## config.mk

```make
export PLATFORM = sky130hd
export DESIGN_NAME = serial_pc_top
export DESIGN_NICKNAME = d
export VERILOG_FILES = /design/src/common/pc_pkg.sv /design/src/design/ser_add.sv /design/src/design/shift_reg.sv /design/src/design/bit_counter.sv /design/src/pc_unit/pc_ctrl.sv /design/src/pc_unit/pc_sequencer.sv /design/src/design/operand_serializer.sv /design/src/design/serial_pc_top.sv
export SDC_FILE = /design/constraint.sdc
export NUM_CORES = 1
export LEC_CHECK = 0
export BUFFER_PORTS_ARGS = -buffer_cell sky130_fd_sc_hd__buf_4
export CAP_MARGIN = 10
export CORE_MARGIN = 5
export CORE_UTILIZATION = 45
export CTS_BUF_LIST = sky130_fd_sc_hd__clkbuf_8
export CTS_CLUSTER_SIZE = 30
export DETAILED_ROUTE_END_ITERATION = 12
export MAX_ROUTING_LAYER = met4
export PLACE_DENSITY = 0.68
export REMOVE_ABC_BUFFERS = 1
export SYNTH_ARGS = -nofsm -noshare
export SYNTH_HDL_FRONTEND = slang
export SYNTH_SLANG_ARGS = --single-unit
```

## constraint.sdc

```tcl
create_clock -name clk -period 3.4 [get_ports clk]
set_input_delay 0.17 -clock clk [delete_from_list [all_inputs] [get_ports clk]]
set_output_delay 0.17 -clock clk [all_outputs]
set_load 0.05 [all_outputs]
```

## src/common/pc_pkg.sv

```systemverilog
package pc_pkg;

   // ==================================================
   // Widths and reset values
   // ==================================================
   localparam int XLEN  = 32;
   localparam int CNT_W = 5;

   localparam logic [XLEN-1:0] RESET_PC = 32'd8;

   // ==================================================
   // Command and control types
   // ==================================================
   typedef enum logic [2:0] {
      OP_SEQ,
      OP_JAL,
      OP_JALR,
      OP_BRANCH,
      OP_AUIPC,
      OP_LUI,
      OP_TRAP
   } pc_op_e;

   // One command as presented by the core, 99 bits wide
   typedef struct packed {
      pc_op_e          op;
      logic [XLEN-1:0] offset;
      logic [XLEN-1:0] rs1;
      logic [XLEN-1:0] vector;
   } pc_cmd_t;

   // Decoded control bits for the PC datapath
   typedef struct packed {
      logic jump;
      logic jalr;
      logic jal_or_jalr;
      logic utype;
      logic lui;
      logic trap;
   } pc_flags_t;

endpackage

```

## src/design/ser_add.sv

```systemverilog
`timescale 1ns/10ps

module ser_add (
   input  logic clk,
   input  logic i_rst,
   input  logic i_a,
   input  logic i_b,
   input  logic i_clr,
   output logic o_q
);

   logic carry;

   // Sum bit for the current position, carry from the previous one
   assign o_q = i_a ^ i_b ^ carry;

   always_ff @(posedge clk) begin
      if (i_rst || i_clr) begin
         carry <= 1'b0;
      end else begin
         carry <= (i_a & i_b) | (carry & (i_a ^ i_b));
      end
   end

endmodule

```

## src/design/shift_reg.sv

```systemverilog
`timescale 1ns/10ps

module shift_reg #(
   parameter int             LEN  = 32,
   parameter logic [LEN-1:0] INIT = '0
) (
   input  logic           clk,
   input  logic           i_rst,
   input  logic           i_en,
   input  logic           i_d,
   output logic           o_q,
   output logic [LEN-2:0] o_par
);

   logic [LEN-1:0] data;

   // New bits enter at the top, so after LEN shifts the word is in place
   always_ff @(posedge clk) begin
      if (i_rst) begin
         data <= INIT;
      end else if (i_en) begin
         data <= {i_d, data[LEN-1:1]};
      end
   end

   assign o_q   = data[0];
   assign o_par = data[LEN-1:1];

endmodule

```

## src/design/bit_counter.sv

```systemverilog
`timescale 1ns/10ps

module bit_counter
   import pc_pkg::*;
(
   input  logic             clk,
   input  logic             i_rst,
   input  logic             i_en,
   output logic [CNT_W-1:0] o_cnt,
   output logic [3:0]       o_cnt_r,
   output logic             o_cnt_done
);

   // ==================================================
   // Bit position and low phase
   // ==================================================

   // The one-hot phase rotates in step with the low two counter bits
   always_ff @(posedge clk) begin
      if (i_rst) begin
         o_cnt   <= '0;
         o_cnt_r <= 4'b0001;
      end else if (i_en) begin
         o_cnt   <= o_cnt + CNT_W'(1);
         o_cnt_r <= {o_cnt_r[2:0], o_cnt_r[3]};
      end
   end

   // Last serial bit, the counter wraps to zero on the following edge
   assign o_cnt_done = &o_cnt;

endmodule

```

## src/pc_unit/pc_ctrl.sv

```systemverilog
`timescale 1ns/10ps

module pc_ctrl
   import pc_pkg::*;
(
   input  logic             clk,
   input  logic             i_rst,
   input  logic             i_en,
   input  logic             i_pc_en,
   input  logic [CNT_W-1:0] i_cnt,
   input  logic [3:0]       i_cnt_r,
   input  logic             i_cnt_done,
   input  pc_flags_t        i_flags,
   input  logic             i_offset,
   input  logic             i_rs1,
   input  logic             i_csr_pc,
   output logic             o_rd,
   output logic             o_misalign,
   output logic [XLEN-1:0]  o_ibus_adr,
   output logic             o_ibus_cyc,
   input  logic             i_ibus_ack
);

   logic            pc_bit;
   logic [XLEN-2:0] pc_upper;
   logic            plus_4;
   logic            pc_plus_4;
   logic            offset_a;
   logic            target;
   logic            lsb;
   logic            new_pc;
   logic            fetch_pend;
   logic            add_clr;

   // ==================================================
   // Serial adders
   // ==================================================
   assign lsb     = (i_cnt == '0);
   assign plus_4  = i_cnt_r[2] & (i_cnt[CNT_W-1:2] == '0);
   assign add_clr = !i_en | i_cnt_done;

   ser_add add_pc_plus_4 (
      .clk   (clk),
      .i_rst (i_rst),
      .i_a   (pc_bit),
      .i_b   (plus_4),
      .i_clr (add_clr),
      .o_q   (pc_plus_4)
   );

   // Base of the target is rs1 for JALR and the current PC otherwise
   assign offset_a = i_flags.jalr ? i_rs1 : pc_bit;

   ser_add add_target (
      .clk   (clk),
      .i_rst (i_rst),
      .i_a   (offset_a),
      .i_b   (i_offset),
      .i_clr (add_clr),
      .o_q   (target)
   );

   // ==================================================
   // PC register and results
   // ==================================================
   assign new_pc = !lsb & (i_flags.trap ? i_csr_pc :
                           i_flags.jump ? target : pc_plus_4);

   shift_reg #(
      .LEN  (XLEN),
      .INIT (RESET_PC)
   ) pc_reg (
      .clk   (clk),
      .i_rst (i_rst),
      .i_en  (i_pc_en),
      .i_d   (new_pc),
      .o_q   (pc_bit),
      .o_par (pc_upper)
   );

   assign o_ibus_adr = {pc_upper, pc_bit};

   // LUI passes the immediate straight through, AUIPC takes the sum
   assign o_rd = (i_flags.utype & (i_flags.lui ? i_offset : target)) |
                 (i_flags.jal_or_jalr & pc_plus_4);

   // A fetch is owed from the last bit of every run until it is acknowledged
   always_ff @(posedge clk) begin
      if (i_rst) begin
         fetch_pend <= 1'b1;
         o_misalign <= 1'b0;
      end else begin
         if (i_pc_en && i_cnt_done) begin
            fetch_pend <= 1'b1;
         end else if (o_ibus_cyc && i_ibus_ack) begin
            fetch_pend <= 1'b0;
         end
         if (i_en && i_cnt_r[1] && (i_cnt[CNT_W-1:2] == '0)) begin
            o_misalign <= target;
         end
      end
   end

   assign o_ibus_cyc = fetch_pend;

endmodule

```

## src/pc_unit/pc_sequencer.sv

```systemverilog
`timescale 1ns/10ps

module pc_sequencer
   import pc_pkg::*;
(
   input  logic      clk,
   input  logic      i_rst,
   input  logic      i_start,
   input  pc_op_e    i_op,
   input  logic      i_cnt_done,
   input  logic      i_fetch_busy,
   output pc_flags_t o_flags,
   output logic      o_pc_en,
   output logic      o_cnt_en,
   output logic      o_load,
   output logic      o_ready,
   output logic      o_done
);

   typedef enum logic [1:0] {
      S_IDLE,
      S_RUN,
      S_DONE
   } state_e;

   state_e state;
   pc_op_e op_q;

   // ==================================================
   // Control FSM
   // ==================================================
   assign o_ready = (state == S_IDLE) & !i_fetch_busy;
   assign o_load  = i_start & o_ready;

   always_ff @(posedge clk) begin
      if (i_rst) begin
         state <= S_IDLE;
         op_q  <= OP_SEQ;
      end else begin
         case (state)
            S_IDLE: begin
               if (o_load) begin
                  op_q  <= i_op;
                  state <= S_RUN;
               end
            end
            S_RUN: begin
               if (i_cnt_done) begin
                  state <= S_DONE;
               end
            end
            default: state <= S_IDLE;
         endcase
      end
   end

   assign o_pc_en  = (state == S_RUN);
   assign o_cnt_en = (state == S_RUN);
   assign o_done   = (state == S_DONE);

   // Operation decode for the datapath
   always_comb begin
      o_flags = '0;
      case (op_q)
         OP_JAL:    {o_flags.jump, o_flags.jal_or_jalr} = 2'b11;
         OP_JALR:   {o_flags.jump, o_flags.jalr, o_flags.jal_or_jalr} = 3'b111;
         OP_BRANCH: o_flags.jump = 1'b1;
         OP_AUIPC:  o_flags.utype = 1'b1;
         OP_LUI:    {o_flags.utype, o_flags.lui} = 2'b11;
         OP_TRAP:   o_flags.trap = 1'b1;
         default:   o_flags = '0;
      endcase
   end

endmodule

```

## src/design/operand_serializer.sv

```systemverilog
`timescale 1ns/10ps

module operand_serializer
   import pc_pkg::*;
(
   input  logic            clk,
   input  logic            i_rst,
   input  logic            i_load,
   input  logic            i_shift,
   input  pc_cmd_t         i_cmd,
   input  logic            i_rd_bit,
   output logic            o_offset_bit,
   output logic            o_rs1_bit,
   output logic            o_vector_bit,
   output logic [XLEN-1:0] o_rd
);

   logic [XLEN-1:0] offset_q;
   logic [XLEN-1:0] rs1_q;
   logic [XLEN-1:0] vector_q;
   logic            rd_lsb;
   logic [XLEN-2:0] rd_upper;
   logic [XLEN-1:0] rd_live;
   logic [XLEN-1:0] rd_hold;

   // ==================================================
   // Operand words, shifted out LSB-first
   // ==================================================
   always_ff @(posedge clk) begin
      if (i_load) begin
         offset_q <= i_cmd.offset;
         rs1_q    <= i_cmd.rs1;
         vector_q <= i_cmd.vector;
      end else if (i_shift) begin
         offset_q <= {1'b0, offset_q[XLEN-1:1]};
         rs1_q    <= {1'b0, rs1_q[XLEN-1:1]};
         vector_q <= {1'b0, vector_q[XLEN-1:1]};
      end
   end

   assign o_offset_bit = offset_q[0];
   assign o_rs1_bit    = rs1_q[0];
   assign o_vector_bit = vector_q[0];

   // ==================================================
   // Result collection
   // ==================================================
   shift_reg #(
      .LEN  (XLEN),
      .INIT ({XLEN{1'b0}})
   ) rd_reg (
      .clk   (clk),
      .i_rst (i_rst),
      .i_en  (i_shift),
      .i_d   (i_rd_bit),
      .o_q   (rd_lsb),
      .o_par (rd_upper)
   );

   assign rd_live = {rd_upper, rd_lsb};

   // Keep showing the previous result while a new one is being shifted in
   always_ff @(posedge clk) begin
      if (!i_shift) begin
         rd_hold <= rd_live;
      end
   end

   assign o_rd = i_shift ? rd_hold : rd_live;

endmodule

```

## src/design/serial_pc_top.sv

```systemverilog
`timescale 1ns/10ps

module serial_pc_top
   import pc_pkg::*;
(
   input  logic            clk,
   input  logic            i_rst,
   input  logic            i_start,
   input  pc_cmd_t         i_cmd,
   input  logic            i_ibus_ack,
   output logic            o_ready,
   output logic            o_done,
   output logic [XLEN-1:0] o_rd,
   output logic            o_misalign,
   output logic [XLEN-1:0] o_ibus_adr,
   output logic            o_ibus_cyc
);

   pc_flags_t        flags;
   logic             pc_en;
   logic             cnt_en;
   logic             load;
   logic [CNT_W-1:0] cnt;
   logic [3:0]       cnt_r;
   logic             cnt_done;
   logic             offset_bit;
   logic             rs1_bit;
   logic             vector_bit;
   logic             rd_bit;

   // ==================================================
   // Control
   // ==================================================
   pc_sequencer seq_i (
      .clk          (clk),
      .i_rst        (i_rst),
      .i_start      (i_start),
      .i_op         (i_cmd.op),
      .i_cnt_done   (cnt_done),
      .i_fetch_busy (o_ibus_cyc),
      .o_flags      (flags),
      .o_pc_en      (pc_en),
      .o_cnt_en     (cnt_en),
      .o_load       (load),
      .o_ready      (o_ready),
      .o_done       (o_done)
   );

   bit_counter cnt_i (
      .clk        (clk),
      .i_rst      (i_rst),
      .i_en       (cnt_en),
      .o_cnt      (cnt),
      .o_cnt_r    (cnt_r),
      .o_cnt_done (cnt_done)
   );

   // ==================================================
   // Datapath
   // ==================================================
   operand_serializer ser_i (
      .clk          (clk),
      .i_rst        (i_rst),
      .i_load       (load),
      .i_shift      (pc_en),
      .i_cmd        (i_cmd),
      .i_rd_bit     (rd_bit),
      .o_offset_bit (offset_bit),
      .o_rs1_bit    (rs1_bit),
      .o_vector_bit (vector_bit),
      .o_rd         (o_rd)
   );

   pc_ctrl ctrl_i (
      .clk        (clk),
      .i_rst      (i_rst),
      .i_en       (cnt_en),
      .i_pc_en    (pc_en),
      .i_cnt      (cnt),
      .i_cnt_r    (cnt_r),
      .i_cnt_done (cnt_done),
      .i_flags    (flags),
      .i_offset   (offset_bit),
      .i_rs1      (rs1_bit),
      .i_csr_pc   (vector_bit),
      .o_rd       (rd_bit),
      .o_misalign (o_misalign),
      .o_ibus_adr (o_ibus_adr),
      .o_ibus_cyc (o_ibus_cyc),
      .i_ibus_ack (i_ibus_ack)
   );

endmodule

```

==> out/qor.yml <==
status: "completed"
ys.flop_type: "dfxtp_1"
ys_seq_elements: 210
die_x_um: 143.6
fillerInstances: 1347
fin_ws_ns: 0.7340
synthTopCellsByArea: "edfxtp_1 (36%), dfxtp_1 (28%), mux2_2 (12%)"
min_to: "seq_i.op_q[2]"
cts_setup_buffers: 0
netlist_instances: 679
setup_tns_ns: 0
gr-total-overflow: 0
drtIter0Drc: 243
pwr-share-seq_pct: 51.4
slowest_delay_ns: 0.91
dieHeight_um: 143.6
firstDrtPassIters: 6
worstSetupPathType: "reg2out"
numPortBuffers: 170
fin_crit_ns: 2.666
maxCapViolCount: 0
finalHoldViolCount: 0
cp_data_arrival_time_ns: 2.50
power_frac_comb_pct: 9.1
critPathMaxFanout: 56
min_path_type: "in2reg"
clock_skew_ns: 0.01472
worstSetupEndpointType: "output port"
dpl.hpwl_um: 11040
regToRegSetupSlack_ns: 1.07
wl_um: 18670
hp-start: "i_rst"
fin_crit_sh_pct: 78.41
finalNetCount: 1060
synth_top_cell_by_area: "edfxtp_1"
grt_use_met1_pct: 21.21
numClockSinks: 210
synth_top_area_share_pct: 35.92
initial_utilization_pct: 46.08
grt_max_degree: 101
routabilityCongestion: 0.8051
cts_buffer_depth: 3
sw_frac_of_total_pct: 22.87
r2r-end: "ser_i.rs1_q[30]"
setup_viol: 0
synth_cell_type_count: 36
cp-start-kind: "flop"
slew_headroom_pct: 28.34
area_delta_synth_final_pct: 38.61
peakVddDrop_v: 0.0003305
busiest_layer: "met2"
utilization_pct: 63.88
intPower_mw: 4.233
cts_tree: "built"
timing.final.max_slew_violations: 0
cts_htree_levels: 2
yosys_warnings: 0
worstRegToRegCells: 3
dieArea_sq_mm: 0.02061
rsz0062_at_grt: "no"
r2r_start: "seq_i.state[0]"
grt_use_total_pct: 18.26
slowest_stage: "nand2b_2"
met2_usage_pct: 30.99
antenna_left: 0
coreArea_sq_mm: 0.01742
multi_input_area_sq_mm: 0.002611
fin_area_sq_mm: 0.01113
viasPerCell: 4.917
whs_path_depth: 2
async_flop_share_pct: 0
vias: 5925
post-place-ws_ns: 1.067
rows: 48
synth_edf_count: 96
cts-root-buf: "clkbuf_8"
whs_ns: 0.2234
clk_pin_slew_ns: 0.06
synth_area_sq_mm: 0.008026
p_switching_mw: 1.255
cp_cell_sequence: "nand2b_2 -> nand2_1 -> nand2_1 -> buf_4"
io_pins: 171
cpMostUsedCell: "nand2_1"
grt_use_met3_pct: 4.692
placedInstanceArea_sq_mm: 0.009427
cts_made_buffers: 36
grt_pass1_vias: 6112
antenna_found_initial: 1
pwr_density_cell_mw_per_mm2: 493.2
drc: 0
clk-insertion-delay-late_ns: 0.50
synth_area_per_cell_sq_um: 11.82
yosysSeqAreaShare_pct: 64.35
worstMarginPinSlew_ns: 1.075
cp.required_ns: 3.23
fmax_mhz: 375.1
wl_per_cell_um: 15.49
drive_gt1_share_pct: 32.21
grt_pass1_wl_um: 29410
power.leakage_nw: 4.462
ff_latch_area_sq_mm: 0.005165
clkPwrFrac_pct: 39.5
## flip-flops by register name, indices dropped and copies added (netlist names), 4 cells and up
register,cells
cnt_i.o_cnt,5
ser_i.rd_reg.data,32
ser_i.vector_q,32
ctrl_i.pc_reg.data,32
cnt_i.o_cnt_r,4
ser_i.rd_hold,32
ser_i.offset_q,32
ser_i.rs1_q,32
## how the worst max path moves through the flow
stage,start,end,depth (start not counted),slack [ns]
floorplan,ctrl_i.o_ibus_cyc,ser_i.offset_q[0],2,-4.70
global placement,seq_i.state[0],ser_i.rs1_q[29],3,1.19
CTS,seq_i.state[1],o_rd[16],4,0.66
finish,seq_i.state[1],o_rd[16],4,0.73
global route,seq_i.state[0],o_rd[19],5,0.52
detailed placement,seq_i.state[0],ser_i.rs1_q[31],3,1.07
## layout make-up
cell class / instances / area share [%]
multi-input cells: 423 / 23.47
repair buffers: 277 / 21.17
inverters: 4 / 0.1350
clock buffers: 44 / 5.443
flip-flops and latches: 210 / 46.42
clock inverters: 20 / 0.7872
diodes: 2 / 0.04498
well taps: 225 / 2.530
## logic make-up (layout without fill, tap and decap cells)
| family | Yosys count | after routing | share of synthesized area [%] |
|---|---|---|---|
| AND/OR/NAND/NOR | 239 | 239 | 12.25 |
| flip-flops | 210 | 210 | 64.35 |
| multiplexers | 97 | 97 | 13.56 |
| AO/OA/AOI/OAI | 81 | 81 | 5.378 |
| buffers and inverters | 46 | 345 | 3.383 |
| adder cells (fa/ha/maj) | 5 | 5 | 0.9666 |
| XOR/XNOR | 1 | 1 | 0.1091 |
| other | 0 | 2 | 0 |
## critical path, delay by kind of cell (launching register included)
kind / cells / cell delay [ns]
buffers and inverters: 1 / 0.21
flip-flops: 1 / 0.50
AND/OR/NAND/NOR: 3 / 1.27
## metrics by stage
stage	instances	power (mW)
6_report	1205	5.488
3_3_place_gp	1039	3.252
3_5_place_dp	1039	3.271
2_1_floorplan	637	3.093
4_1_cts	1203	5.547
5_1_grt	1204	5.733
## metal layers
layer	up-vias	wire, um
met4	0	387
met3	36	1452
met1	2793	7686
met5	-	0
li1	2896	-
met2	200	9138
## Yosys cell counts, types with 2 or more instances
cell        n
buf_2      16
nand2b_1    2
mux2_1     12
nand3b_1    5
buf_4       3
and2_1      5
ha_1        3
dfxtp_1   114
o41ai_1     2
or2_2       2
inv_1       4
fa_1        2
buf_6       9
a21oi_1    72
mux2_2     82
nor2_1      7
nor3_1      2
clkbuf_1   13
mux2i_1     3
edfxtp_1   96
nand2_1   204
nor2b_1     3
o21ai_0     2
nor3b_1     4
## power by group through the flow
stage	sequential [mW]	combinational, mW	clock, mW
detailed placement	2.87	0.400	0
global placement	2.87	0.384	0
finish	2.82	0.498	2.17
floorplan	2.87	0.223	0
global route	2.83	0.538	2.37
CTS	2.82	0.493	2.23
## layout by cell type (no fill, tap or decap), types with 6 or more instances in the layout
master         instances
clkbuf_8              44
edfxtp_1              96
dlygate4sd3_1        100
inv_1                 14
mux2_1                12
nor2_1                 7
a21oi_1               72
buf_4                175
mux2_2                82
clkinv_2               6
nand2_1              204
dfxtp_1              114
## what timing repair did
action / in CTS / in global routing
endpoints found under the hold margin: 100 / 0
gates resized for setup: 0 / 0
hold buffers: 100 / 0
No activity file was read; power rests on OpenSTA's default activity.
